`src/source/vn_lut_pkg.sv`:
```
package vn_lut_pkg;

	////////////////////////////////////////////////////////////
	// Sharing group
	////////////////////////////////////////////////////////////

	// Variable-node units that share one bank group
	localparam int vn_group_size = 2;

	// Parallel copies of the high column-group bank, one per requestor
	localparam int high_copies = 2;

	////////////////////////////////////////////////////////////
	// Addressing
	////////////////////////////////////////////////////////////

	// Column-group select, 0 for the high group and 1 for the low group
	localparam int col_addr_w = 1;

	localparam int row_addr_w = 4; // Row inside one iteration half

	// Entry address is {iteration offset, row}
	localparam int entry_addr_w = row_addr_w + 1;

	localparam int lut_depth = 1 << entry_addr_w; // 32 entries per bank

	////////////////////////////////////////////////////////////
	// Data
	////////////////////////////////////////////////////////////

	// Quantised message word stored in every lookup table
	localparam int quan_w = 3;

endpackage

```
`src/source/vn_lut_if.sv`:
```
`timescale 1ns/1ns

// Granted read request, arbiter stage to bank stage
interface lut_rd_if;
	import vn_lut_pkg::*;

	logic [row_addr_w-1:0] addr_high_0; // Row for high copy 0
	logic [row_addr_w-1:0] addr_high_1; // Row for high copy 1
	logic [row_addr_w-1:0] addr_low;    // Row granted to the shared low bank
	logic iter;                         // Selects the iteration half
	logic [col_addr_w-1:0] sel_0;
	logic [col_addr_w-1:0] sel_1;
	logic miss;                         // Requestor 1 lost the low bank

	modport arb (
		output addr_high_0, addr_high_1, addr_low, iter, sel_0, sel_1, miss
	);

	modport bank (
		input addr_high_0, addr_high_1, addr_low, iter, sel_0, sel_1, miss
	);

endinterface

// Bank read words with their selects, bank stage to output switch
interface lut_dat_if;
	import vn_lut_pkg::*;

	logic [quan_w-1:0] data_high_0;
	logic [quan_w-1:0] data_high_1;
	logic [quan_w-1:0] data_low;
	logic [col_addr_w-1:0] sel_0; // One stage behind the read request
	logic [col_addr_w-1:0] sel_1;
	logic miss;

	modport bank (
		output data_high_0, data_high_1, data_low, sel_0, sel_1, miss
	);

	modport sw (
		input data_high_0, data_high_1, data_low, sel_0, sel_1, miss
	);

endinterface

```
`src/source/vn_lut_banks.sv`:
```
`timescale 1ns/1ns

module vn_lut_banks (
	input  logic                                read_clk,
	input  logic                                rstn,
	input  logic [vn_lut_pkg::quan_w-1:0]       wr_din_high,
	input  logic [vn_lut_pkg::quan_w-1:0]       wr_din_low,
	input  logic [vn_lut_pkg::entry_addr_w-1:0] write_addr,
	input  logic                                we,
	lut_rd_if.bank                              rd,
	lut_dat_if.bank                             dat
);
	import vn_lut_pkg::*;

	////////////////////////////////////////////////////////////
	// Storage
	////////////////////////////////////////////////////////////

	// High column group, duplicated so both requestors read at once
	logic [quan_w-1:0] mem_high [high_copies][lut_depth];

	// Low column group, a single bank shared through the arbiter
	logic [quan_w-1:0] mem_low [lut_depth];

	logic [entry_addr_w-1:0] rd_addr_high [high_copies];
	logic [entry_addr_w-1:0] rd_addr_low;

	// Iteration offset picks the upper or lower half of each bank
	assign rd_addr_high[0] = {rd.iter, rd.addr_high_0};
	assign rd_addr_high[1] = {rd.iter, rd.addr_high_1};
	assign rd_addr_low     = {rd.iter, rd.addr_low};

	////////////////////////////////////////////////////////////
	// Write port
	////////////////////////////////////////////////////////////

	// Both high copies always hold the same table
	always_ff @(posedge read_clk) begin
		if (we) begin
			for (int c = 0; c < high_copies; c++) begin
				mem_high[c][write_addr] <= wr_din_high;
			end
			mem_low[write_addr] <= wr_din_low;
		end
	end

	////////////////////////////////////////////////////////////
	// Registered read, stage 2
	////////////////////////////////////////////////////////////

	// A write at the same edge is not seen here, the old word comes out
	always_ff @(posedge read_clk) begin
		if (!rstn) begin
			dat.data_high_0 <= '0;
			dat.data_high_1 <= '0;
			dat.data_low    <= '0;
		end else begin
			dat.data_high_0 <= mem_high[0][rd_addr_high[0]];
			dat.data_high_1 <= mem_high[1][rd_addr_high[1]];
			dat.data_low    <= mem_low[rd_addr_low];
		end
	end

	// Selects and miss travel with the data they belong to
	always_ff @(posedge read_clk) begin
		if (!rstn) begin
			dat.sel_0 <= '0;
			dat.sel_1 <= '0;
			dat.miss  <= 1'b0;
		end else begin
			dat.sel_0 <= rd.sel_0;
			dat.sel_1 <= rd.sel_1;
			dat.miss  <= rd.miss;
		end
	end

endmodule

```
`src/source/vn_lut_out_switch.sv`:
```
`timescale 1ns/1ns

module vn_lut_out_switch (
	lut_dat_if.sw                         dat,
	output logic [vn_lut_pkg::quan_w-1:0] dout_vnu_0,
	output logic [vn_lut_pkg::quan_w-1:0] dout_vnu_1,
	output logic                          rqst_1_miss
);
	import vn_lut_pkg::*;

	logic [quan_w-1:0] high_word [vn_group_size]; // Private high copy per unit
	logic [vn_group_size-1:0] low_sel;
	logic [quan_w-1:0] vnu_word [vn_group_size];

	assign high_word[0] = dat.data_high_0;
	assign high_word[1] = dat.data_high_1;

	// One select bit per variable-node unit
	assign low_sel = {dat.sel_1, dat.sel_0};

	////////////////////////////////////////////////////////////
	// Per-unit 2:1 selection
	////////////////////////////////////////////////////////////

	// Every unit sees the one low word, only the winner's is meaningful
	for (genvar v = 0; v < vn_group_size; v++) begin : g_vnu
		assign vnu_word[v] = low_sel[v] ? dat.data_low : high_word[v];
	end

	assign dout_vnu_0 = vnu_word[0];
	assign dout_vnu_1 = vnu_word[1];

	assign rqst_1_miss = dat.miss; // Flags dout_vnu_1 as invalid

endmodule

```
`src/source/vn_lut_rqst_arbiter.sv`:
```
`timescale 1ns/1ns

module vn_lut_rqst_arbiter (
	input  logic                              read_clk,
	input  logic                              rstn,
	input  logic [vn_lut_pkg::col_addr_w-1:0] col_addr_rqst_0,
	input  logic [vn_lut_pkg::col_addr_w-1:0] col_addr_rqst_1,
	input  logic [vn_lut_pkg::row_addr_w-1:0] row_addr_rqst_0,
	input  logic [vn_lut_pkg::row_addr_w-1:0] row_addr_rqst_1,
	input  logic                              rd_multi_iter_offset,
	lut_rd_if.arb                             rd
);
	import vn_lut_pkg::*;

	logic rqst_0_low;                 // Requestor 0 asks for the low group
	logic rqst_1_low;                 // Requestor 1 asks for the low group
	logic [row_addr_w-1:0] grant_row_low;
	logic conflict;

	////////////////////////////////////////////////////////////
	// Low bank grant
	////////////////////////////////////////////////////////////

	assign rqst_0_low = col_addr_rqst_0[0];
	assign rqst_1_low = col_addr_rqst_1[0];

	// Requestor 0 has fixed priority on the single low bank,
	// requestor 1 only gets it while requestor 0 reads high
	assign grant_row_low = rqst_0_low ? row_addr_rqst_0 : row_addr_rqst_1;

	// Both want the low bank, so requestor 1's word will be wrong
	assign conflict = rqst_0_low & rqst_1_low;

	////////////////////////////////////////////////////////////
	// Stage 1 register
	////////////////////////////////////////////////////////////

	always_ff @(posedge read_clk) begin
		if (!rstn) begin
			rd.addr_high_0 <= '0;
			rd.addr_high_1 <= '0;
			rd.addr_low    <= '0;
			rd.iter        <= 1'b0;
			rd.sel_0       <= '0;
			rd.sel_1       <= '0;
			rd.miss        <= 1'b0;
		end else begin
			// Each high copy is private, no arbitration needed there
			rd.addr_high_0 <= row_addr_rqst_0;
			rd.addr_high_1 <= row_addr_rqst_1;
			rd.addr_low    <= grant_row_low;
			rd.iter        <= rd_multi_iter_offset;
			rd.sel_0       <= col_addr_rqst_0; // Steers the output switch later
			rd.sel_1       <= col_addr_rqst_1;
			rd.miss        <= conflict;
		end
	end

endmodule

```
`src/source/vn_lut_share_top.sv`:
```
`timescale 1ns/1ns

module vn_lut_share_top (
	input  logic                                read_clk,
	input  logic                                rstn,

	// Column-group selects, 0 high and 1 low
	input  logic [vn_lut_pkg::col_addr_w-1:0]   col_addr_rqst_0,
	input  logic [vn_lut_pkg::col_addr_w-1:0]   col_addr_rqst_1,

	// Row addresses
	input  logic [vn_lut_pkg::row_addr_w-1:0]   row_addr_rqst_0,
	input  logic [vn_lut_pkg::row_addr_w-1:0]   row_addr_rqst_1,
	input  logic                                rd_multi_iter_offset,

	// Table load port
	input  logic [vn_lut_pkg::quan_w-1:0]       wr_din_high,
	input  logic [vn_lut_pkg::quan_w-1:0]       wr_din_low,
	input  logic [vn_lut_pkg::entry_addr_w-1:0] write_addr,
	input  logic                                we,

	output logic [vn_lut_pkg::quan_w-1:0]       dout_vnu_0,
	output logic [vn_lut_pkg::quan_w-1:0]       dout_vnu_1,
	output logic                                rqst_1_miss
);

	lut_rd_if  rd_bus ();  // Granted addresses, after stage 1
	lut_dat_if dat_bus (); // Bank words, after stage 2

	////////////////////////////////////////////////////////////
	// Stage 1, request arbitration
	////////////////////////////////////////////////////////////

	vn_lut_rqst_arbiter vn_lut_rqst_arbiter_inst (
		.read_clk             (read_clk),
		.rstn                 (rstn),
		.col_addr_rqst_0      (col_addr_rqst_0),
		.col_addr_rqst_1      (col_addr_rqst_1),
		.row_addr_rqst_0      (row_addr_rqst_0),
		.row_addr_rqst_1      (row_addr_rqst_1),
		.rd_multi_iter_offset (rd_multi_iter_offset),
		.rd                   (rd_bus.arb)
	);

	////////////////////////////////////////////////////////////
	// Stage 2, lookup-table banks
	////////////////////////////////////////////////////////////

	vn_lut_banks vn_lut_banks_inst (
		.read_clk    (read_clk),
		.rstn        (rstn),
		.wr_din_high (wr_din_high),
		.wr_din_low  (wr_din_low),
		.write_addr  (write_addr),
		.we          (we),
		.rd          (rd_bus.bank),
		.dat         (dat_bus.bank)
	);

	// Output routing, no register here
	vn_lut_out_switch vn_lut_out_switch_inst (
		.dat         (dat_bus.sw),
		.dout_vnu_0  (dout_vnu_0),
		.dout_vnu_1  (dout_vnu_1),
		.rqst_1_miss (rqst_1_miss)
	);

endmodule

```
`config.mk`:
```
export PLATFORM = sky130hd
export DESIGN_NAME = vn_lut_share_top
export DESIGN_NICKNAME = d
export VERILOG_FILES = /design/src/source/vn_lut_pkg.sv /design/src/source/vn_lut_if.sv /design/src/source/vn_lut_banks.sv /design/src/source/vn_lut_out_switch.sv /design/src/source/vn_lut_rqst_arbiter.sv /design/src/source/vn_lut_share_top.sv
export SDC_FILE = /design/constraint.sdc
export NUM_CORES = 1
export LEC_CHECK = 0
export ABC_CLOCK_PERIOD_IN_PS = 2300
export BUFFER_PORTS_ARGS = -buffer_cell sky130_fd_sc_hd__buf_2
export CAP_MARGIN = 10
export CORE_ASPECT_RATIO = 1.2
export CORE_MARGIN = 5
export CORE_UTILIZATION = 62
export DETAILED_ROUTE_END_ITERATION = 8
export PLACE_DENSITY = 0.88
export SLEW_MARGIN = 15
export SYNTH_ARGS = -nofsm -noshare
export SYNTH_HDL_FRONTEND = slang
export SYNTH_SLANG_ARGS = --single-unit
```
`constraint.sdc`:
```
create_clock -name read_clk -period 2.3 [get_ports read_clk]
set_clock_uncertainty 0.15 [all_clocks]
set_input_delay 0.345 -clock read_clk [delete_from_list [all_inputs] [get_ports read_clk]]
set_output_delay 0.345 -clock read_clk [all_outputs]
set_load 0.02 [all_outputs]
```
### Word level (Yosys, flattened, before mapping)

Memories as Yosys holds them, arrays and structs flattened. A register that Yosys moved wholly into a read port is not among the register bits.
Cells that the tools add are included.

* reductions and logical operators: 2
* mux-type cells: 14
* bitwise logic cells: 4
* order comparisons: 4

Operator list (number)
* $mux 96: 1
* $bmux 3 s5: 2
* $mux 3: 7
* $ge 6x6->1 const B: 3
* $not 5->6: 3
* $demux 3 s5: 1
* $lt 6x1->1 const B: 1
* $mux 4: 1
* $mux 1: 2
* $and 1x1->1: 1
* $logic_and 1x1->1: 1
* $logic_not 1->1: 1

* memories kept: 2
* RAM bits: 288
* register bits: 25
* input port bits: 25
* logic and storage cells: 38

Memory list
* vn_lut_banks_inst.mem_high: words 2, bits a word 96, read ports 2, clocked after memory_dff 0, wr ports 2, line vn_lut_banks.sv:20 `logic [quan_w-1:0] mem_high [high_copies][lut_depth];`
* vn_lut_banks_inst.mem_low: words 32, bits a word 3, read ports 1, clocked after memory_dff 1, wr ports 1, line vn_lut_banks.sv:23 `logic [quan_w-1:0] mem_low [lut_depth];`

### Longest topological paths before layout

Gate-level depths: netlist of the first run.

* depth after elaboration: 6
* gate-level depth with buffers: 7
* mapped depth without buffers: 4

### Modules after synthesis

A second synthesis of the first run with hierarchy kept.

* cells, all modules: 475
* area, all modules: 9190.1 um^2

By module, submodules not included
* vn_lut_banks: instances 1, area each 8629.5 um^2, cells an instance 430
* vn_lut_rqst_arbiter: instances 1, area each 485.5 um^2, cells an instance 38
* vn_lut_out_switch: instances 1, area each 75.1 um^2, cells an instance 7

### Least setup slack after synthesis of the first run

No wires, ideal clock.

* kind: register to register
* start: register vn_lut_rqst_arbiter_inst.rd.addr_high_0[1]
* end: register vn_lut_banks_inst.dat.data_high_0[1]
* cell stages (with the launch flop): 7
* library setup time: 123 ps
* clock period less this slack: 2087 ps
* arrival: 1814 ps
* slack: 213 ps
* cells stage by stage: dfxtp_1 buf_6 buf_8 mux4_2 mux4_2 o22ai_1 nor3b_1

* cells in the longest elaborated chain, start to end: 4

Ends and longest elaborated chain
* from (decl): line vn_lut_if.sv:16 `output addr_high_0, addr_high_1, addr_low, iter, sel_0, sel_1, miss`
* from (signal assigned): line vn_lut_rqst_arbiter.sv:49 `rd.addr_high_0 <= row_addr_rqst_0;`
* $not 5->6 (not written as such): line vn_lut_banks.sv:58 `dat.data_high_0 <= mem_high[0][rd_addr_high[0]];`
* $bmux 3 s5: line vn_lut_banks.sv:58
* $mux 3 (not written as such) (2 in series): line vn_lut_banks.sv:58
* to (signal assigned): line vn_lut_banks.sv:58
* to (decl): line vn_lut_if.sv:37 `output data_high_0, data_high_1, data_low, sel_0, sel_1, miss`

No other way between the ends. The select of a mux whose other input is x is not followed.
A chain may end at the register's enable or synchronous reset.

==> impl_metrics.yaml, run 1 <==
setup_path:
  start_kind: "register"
  cp_max_fo: 11
  critPathCaptureType: "register"
  arrival_ns: 2.47
  cp.required_ns: 2.52
  path_class: "register to register"
layout:
  n_antenna_cell: 0
  area_growth_pct: 16.4
  final_area_sq_mm: 0.0109
  utilization: 0.728
  drive_above_1_share: 0.292
  fin_nets: 602
timing:
  worst_pin_slew_ns: 0.671
  slew_viol_final: 0
  setup_viol: 0
  fin_crit_ns: 2.24
  hold_viol: 0
  period_share: 0.975
  relSlewSlack: 0.552
  fmax_ghz: 0.446
  fin_tns_setup_ns: 0
global_route:
  grt_antenna_before_repair: 0
  grt_pass1_wl_microns: 34200
  grt_max_degree: 33
  grt_pass1_vias: 5615
  grtUsageTotal: 0.272
  grt_overflow_total: 0
routing:
  ant_nets: 0
  first_iter_violations: 758
  routedWlPerCell_microns: 29.2
  wl_microns: 23300
  drtPass1Iterations: 6
  viasPerCell: 6.70
  vias: 5339
  drc: 0
yosys:
  async_flop_share: 0
  yosys_warnings: 0
  ys_ff_latch: 220
  synth_top_area_cell: "edfxtp_1"
  ys_types: 33
  syn_area_per_cell_sq_um: 19.1
  ys_seq_area_frac: 0.679
  synth_edf_count: 192
  synthTopCellsByArea: "edfxtp_1, mux4_2, mux4_1, dfxtp_1, mux2i_1"
  synth_top_area_frac: 0.619
  synthesis.nets: 514
  synth-main-ff-cell: "edfxtp_1"
  synth.cell_area_sq_mm: 0.00932
  syn_inst: 489
pwr:
  p_clk_frac: 0.413
  power.density_mw_per_mm2: 797
  power_leakage_nw: 3.66
  p_seq_frac: 0.518
  p_sw_frac: 0.212
  switchingPower_w: 0.00183
  peakVddDrop_v: 0.000643
  combPwrFrac: 0.069
  internal_power_w: 0.00682
floorplanning:
  die-area_sq_mm: 0.0176
  die_h_microns: 144
  start_util: 0.626
  core_sq_mm: 0.0149
  ios: 32
  die-width_microns: 122
  num_rows: 49
clocking:
  cts_made_buffers: 22
  root_buffer: "clkbuf_16"
  htreeDepth: 1
  cts_num_sinks: 220
  clk_pin_slew_ns: 0.07
  tritoncts: "yes"
  clkLatencyLatePin_ns: 0.51
  clockBufferDepth: 3
min_path:
  hold_path_class: "input port to register"
place:
  io_buffers: 31
  dpl.hpwl_microns: 14500
  routabilityCongestion: 1.00
  placed_area_sq_mm: 0.00999
flow_run:
  cap_violations: 0
outcome:
  outcome: "finished, final reports clean"
[worst max-delay path, cell delays in order (launching register included)]
cell	delay (ns)
dfxtp_2	0.39
buf_12	0.17
mux4_1	0.59
mux4_2	0.50
nor2b_1	0.21
nor3_1	0.11
[Yosys cell counts (all sizes together), types with 2 or more instances]
cell type and number:
a21oi 5, mux2 11, nand3b 5, o21ai 4
buf 13, a2111oi 8, and2 16, a22oi 12
clkbuf 14, nand3 3, nand2 5, nor4b 5
dfxtp 28, or3b 2, nor2b 21, nor2 38
edfxtp 192, nor3 3, mux2i 29, mux4 68
[registers in the layout, indices dropped and copies added, names as in the netlist]
signal / cells
vn_lut_rqst_arbiter_inst.rd.sel_1: 1
vn_lut_rqst_arbiter_inst.rd.miss: 1
vn_lut_banks_inst.dat.miss: 1
vn_lut_banks_inst.dat.sel_1: 1
vn_lut_rqst_arbiter_inst.rd.iter: 1
vn_lut_banks_inst.dat.data_high_0: 3
vn_lut_banks_inst.dat.sel_0: 1
vn_lut_rqst_arbiter_inst.rd.addr_low: 4
vn_lut_rqst_arbiter_inst.rd.addr_high_1: 4
vn_lut_banks_inst.dat.data_high_1: 3
vn_lut_rqst_arbiter_inst.rd.sel_0: 1
vn_lut_banks_inst.mem_high: 96
vn_lut_banks_inst.dat.data_low: 3
vn_lut_banks_inst.mem_low: 96
vn_lut_rqst_arbiter_inst.rd.addr_high_0: 4
[logic make-up (layout without fill, tap and decap cells)]
family | after synthesis | in the layout | synth area share
flip-flops | 220 | 220 | 0.679
multiplexers | 108 | 108 | 0.220
AND/OR/NAND/NOR | 102 | 102 | 0.0588
AO/OA/AOI/OAI | 31 | 31 | 0.0235
buffers and inverters | 28 | 132 | 0.0189
[cells in the final DEF, fill, tap and decap left out, types with 7 or more instances in the layout]
| cell type | synthesis | final |
|---|---|---|
| mux4_2 | 40 | 40 |
| mux2i_1 | 29 | 29 |
| edfxtp_1 | 192 | 192 |
| clkbuf_16 | 0 | 24 |
| mux4_1 | 28 | 28 |
| dlygate4sd3_1 | 0 | 10 |
| mux2_2 | 11 | 11 |
| nor2b_1 | 21 | 21 |
| buf_4 | 5 | 44 |
| nor2_1 | 38 | 38 |
| dfxtp_1 | 28 | 25 |
| and2_1 | 16 | 16 |
| buf_2 | 2 | 31 |
| a22oi_1 | 12 | 12 |
| a2111oi_0 | 8 | 7 |
[final timing paths]
kind	start	to	slack, ns	depth (start not counted)
max	vn_lut_rqst_arbiter_inst.rd.addr_low[1]	vn_lut_banks_inst.dat.data_low[2]	0.06	5
min reg2reg	vn_lut_rqst_arbiter_inst.rd.sel_1	vn_lut_banks_inst.dat.sel_1	0.28	1
min	col_addr_rqst_0	vn_lut_rqst_arbiter_inst.rd.miss	0.05	2
max reg2reg	vn_lut_rqst_arbiter_inst.rd.addr_low[1]	vn_lut_banks_inst.dat.data_low[2]	0.06	5
[stage by stage]
step                power (W)  hold WS, ns  instances  worst slack (ns)
floorplan             0.00489        0.262        489             0.213
global placement      0.00509        0.276        746            0.0594
detailed placement    0.00512        0.286        746           -0.0112
CTS                   0.00866       0.0259        796            0.0563
global route          0.00889       0.0525        797          -0.00266
finish                0.00865       0.0544        797            0.0569
[layout make-up]
class	instances	area, sq um
Sequential cell	220	6330
Multi-Input combinational cell	241	2820
Timing Repair Buffer	91	711
Tap cell	204	255
Clock inverter	6	61.3
Clock buffer	34	668
Inverter	1	3.75
Fill cell	829	4050
[per-layer routing]
| layer | GRT usage | wire [microns] | up-vias |
|---|---|---|---|
| met5 | 0 | 0 | - |
| met1 | 0.337 | 8080 | 2731 |
| met4 | 0.120 | 1110 | 0 |
| li1 | - | - | 2197 |
| met3 | 0.0356 | 1940 | 74 |
| met2 | 0.482 | 12200 | 337 |
[repair_timing]
item,in CTS,in global routing
setup buffers,0,0
hold buffers,10,0
gates resized for setup,2,2
setup endpoints to repair,3,2
gates cloned,0,1
pin swaps,0,0
endpoints found under the hold margin,12,0
[power groups by stage]
stage                     sequential (W)  clock, W  combinational [W]
final                            0.00448   0.00357           0.000598
after global routing             0.00448   0.00377           0.000636
after CTS                        0.00448   0.00360           0.000585
after detailed placement         0.00456         0           0.000561
after global placement           0.00455         0           0.000541
after floorplan                  0.00452         0           0.000374
No activity file was read; power rests on OpenSTA's default activity.
==> run 2: changes to the inputs <==
--- a/config.mk
+++ b/config.mk
@@ -10,10 +10,13 @@
 export CAP_MARGIN = 10
 export CORE_ASPECT_RATIO = 1.2
 export CORE_MARGIN = 5
-export CORE_UTILIZATION = 62
+export CORE_UTILIZATION = 61
 export DETAILED_ROUTE_END_ITERATION = 8
-export PLACE_DENSITY = 0.88
+export PLACE_DENSITY = 0.87
+export SETUP_SLACK_MARGIN = 0.4
 export SLEW_MARGIN = 15
 export SYNTH_ARGS = -nofsm -noshare
 export SYNTH_HDL_FRONTEND = slang
+export SYNTH_HIERARCHICAL = 1
 export SYNTH_SLANG_ARGS = --single-unit
+export TNS_END_PERCENT = 1
==> impl_metrics.yaml, run 2 <==
clocking:
  clockBufferDepth: 3
  cts_made_buffers: 21
  root_buffer: "clkbuf_16"
  cts_num_sinks: 220
  htreeDepth: 1
  tritoncts: "yes"
  clk_pin_slew_ns: 0.06
  clkLatencyLatePin_ns: 0.50
setup_path:
  cp_max_fo: 7
  path_class: "register to register"
  critPathLaunch: "vn_lut_rqst_arbiter_inst/rd.addr_low[0]"
  reg2reg_to: "vn_lut_banks_inst/dat.data_low[1]"
  critPathCaptureType: "register"
  endpoint: "vn_lut_banks_inst/dat.data_low[1]"
  start_kind: "register"
  cp.required_ns: 2.52
  arrival_ns: 2.28
  rrSetupSlack_ns: 0.24
  r2r-start: "vn_lut_rqst_arbiter_inst/rd.addr_low[0]"
  r2r_cells: 6
layout:
  fin_nets: 586
  area_growth_pct: 17.0
  top_regs: "vn_lut_banks_inst/mem_high: 96 flops, vn_lut_banks_inst/mem_low: 96 flops"
  final_common_cell: "edfxtp_1"
  fill_cells: 856
  regArea_sq_mm: 0.00633
  final_cell_mix: "edfxtp_1, mux4_2, buf_4, nor2_1, buf_2"
  n_antenna_cell: 0
  multi_input_area_sq_mm: 0.00273
  drive_above_1_share: 0.361
timing:
  period_share: 0.894
  setup_ws_ns: 0.243
  relSlewSlack: 0.552
  fin_crit_ns: 2.06
  fin_tns_setup_ns: 0
  worst_pin_slew_ns: 0.669
  fmax_ghz: 0.486
  slew_viol_final: 0
  rsz0062_at_grt: "true"
  setup_viol: 0
  hold_viol: 0
routing:
  viasPerCell: 6.62
  wl_microns: 21200
  ant_nets: 0
  first_iter_violations: 709
  drc: 0
  vias: 5163
  drtPass1Iterations: 5
  routedWlPerCell_microns: 27.1
yosys:
  ys_ff_latch: 220
  synthesis.nets: 500
  async_flop_share: 0
  syn_area_per_cell_sq_um: 19.3
  synth_top_area_cell: "edfxtp_1"
  ys_seq_area_frac: 0.688
  synth-main-ff-cell: "edfxtp_1"
  synthTopCellsByCount: "edfxtp_1, mux4_2, nor2_1, dfxtp_1, nor2b_1"
  ys_types: 34
  synth.most_common_cell: "edfxtp_1"
  synthTopCellsByArea: "edfxtp_1, mux4_2, dfxtp_1, mux4_1, mux2i_1"
  synth_edf_count: 192
  yosys_warnings: 6
  synth.cell_area_sq_mm: 0.00919
  synth_top_area_frac: 0.627
  syn_inst: 475
place:
  io_buffers: 31
  dpl.hpwl_microns: 13700
  pre_cts_ws_ns: 0.0460
  routabilityCongestion: 0.880
min_path:
  hold_path_class: "input port to register"
  hold_start: "col_addr_rqst_0"
floorplanning:
  core_sq_mm: 0.0149
  die_h_microns: 144
  die-area_sq_mm: 0.0176
  num_rows: 49
  start_util: 0.617
  die-width_microns: 122
  ios: 32
global_route:
  grtUsageTotal: 0.249
  grt_max_degree: 33
  grt_pass1_wl_microns: 32200
  grt_overflow_total: 0
  grt_pass1_vias: 5295
  grt_antenna_before_repair: 0
pwr:
  p_sw_frac: 0.205
  internal_power_w: 0.00699
  combPwrFrac: 0.068
  peakVddDrop_v: 0.000588
  p_clk_frac: 0.423
  power_leakage_nw: 3.53
  p_seq_frac: 0.509
  p_total_w: 0.00879
  switchingPower_w: 0.00180
  power.density_mw_per_mm2: 818
flow_run:
  cap_violations: 0
outcome:
  outcome: "finished, final reports clean"
## run 2: cell count changes after synthesis, sizes merged, moves of 6 or more
cell and change:
nor2b -6, clkbuf -8, mux2i -15, buf +8, a22oi -12
## run 2: final cells by class
cell class,instances,share of cell area
Clock buffer,27,0.0519
Tap cell,204,0.0237
Clock inverter,11,0.0171
Multi-Input combinational cell,228,0.254
Timing Repair Buffer,90,0.0645
Sequential cell,220,0.589
## run 2: worst min path at each step
stage | to | cells past startpoint | slack [ns]
3_3_place_gp | vn_lut_banks_inst/dat.miss | 1 | 0.27
2_1_floorplan | vn_lut_banks_inst/dat.miss | 1 | 0.26
3_5_place_dp | vn_lut_banks_inst/dat.miss | 1 | 0.28
4_1_cts | vn_lut_rqst_arbiter_inst/rd.sel_0 | 2 | 0.07
6_report | vn_lut_rqst_arbiter_inst/rd.sel_0 | 2 | 0.07
5_1_grt | vn_lut_rqst_arbiter_inst/rd.sel_0 | 2 | 0.08
## run 2: cell families (layout without fill, tap and decap cells)
family / Yosys count / count (layout) / share of synthesized area
compound gates: 32 / 32 / 0.0255
flops: 220 / 220 / 0.688
simple gates: 100 / 100 / 0.0604
buf+inv: 27 / 128 / 0.0173
mux: 96 / 96 / 0.208
## run 2: layer usage
layer	up-vias	track usage	part of all wire
met2	310	0.414	0.50
met1	2658	0.339	0.38
met5	-	0	0
met3	57	0.0352	0.077
li1	2138	-	-
met4	0	0.0991	0.039
## run 2: critical path, cell delays in order (launching register included)
cell,delay [ns]
dfxtp_2,0.35
buf_8,0.14
buf_4,0.14
mux4_2,0.51
mux2i_2,0.21
a21oi_2,0.10
o221a_2,0.34
## run 2: through the flow
step,util,hold WS [ns],instance area [sq um],std cells
global placement,0.661,0.274,9850,729
global route,0.721,0.0841,10700,780
finish,0.721,0.0655,10700,780
floorplan,-,0.262,9190,475
detailed placement,0.661,0.278,9850,729
CTS,0.720,0.0652,10700,779
## run 2: power groups by stage
stage	combinational (W)	clock [W]	sequential (W)
4_1_cts	0.000593	0.00374	0.00447
3_5_place_dp	0.000561	0	0.00455
2_1_floorplan	0.000371	0	0.00452
5_1_grt	0.000638	0.00396	0.00448
3_3_place_gp	0.000537	0	0.00455
6_report	0.000602	0.00372	0.00447
## run 2: repair_timing
action | in CTS | in global routing
resized for setup | 12 | 5
hold endpoints to repair | 11 | 0
pin swaps | 3 | 0
hold buffers | 10 | 0
endpoints found under the setup margin | 9 | 15
setup buffers | 2 | 1
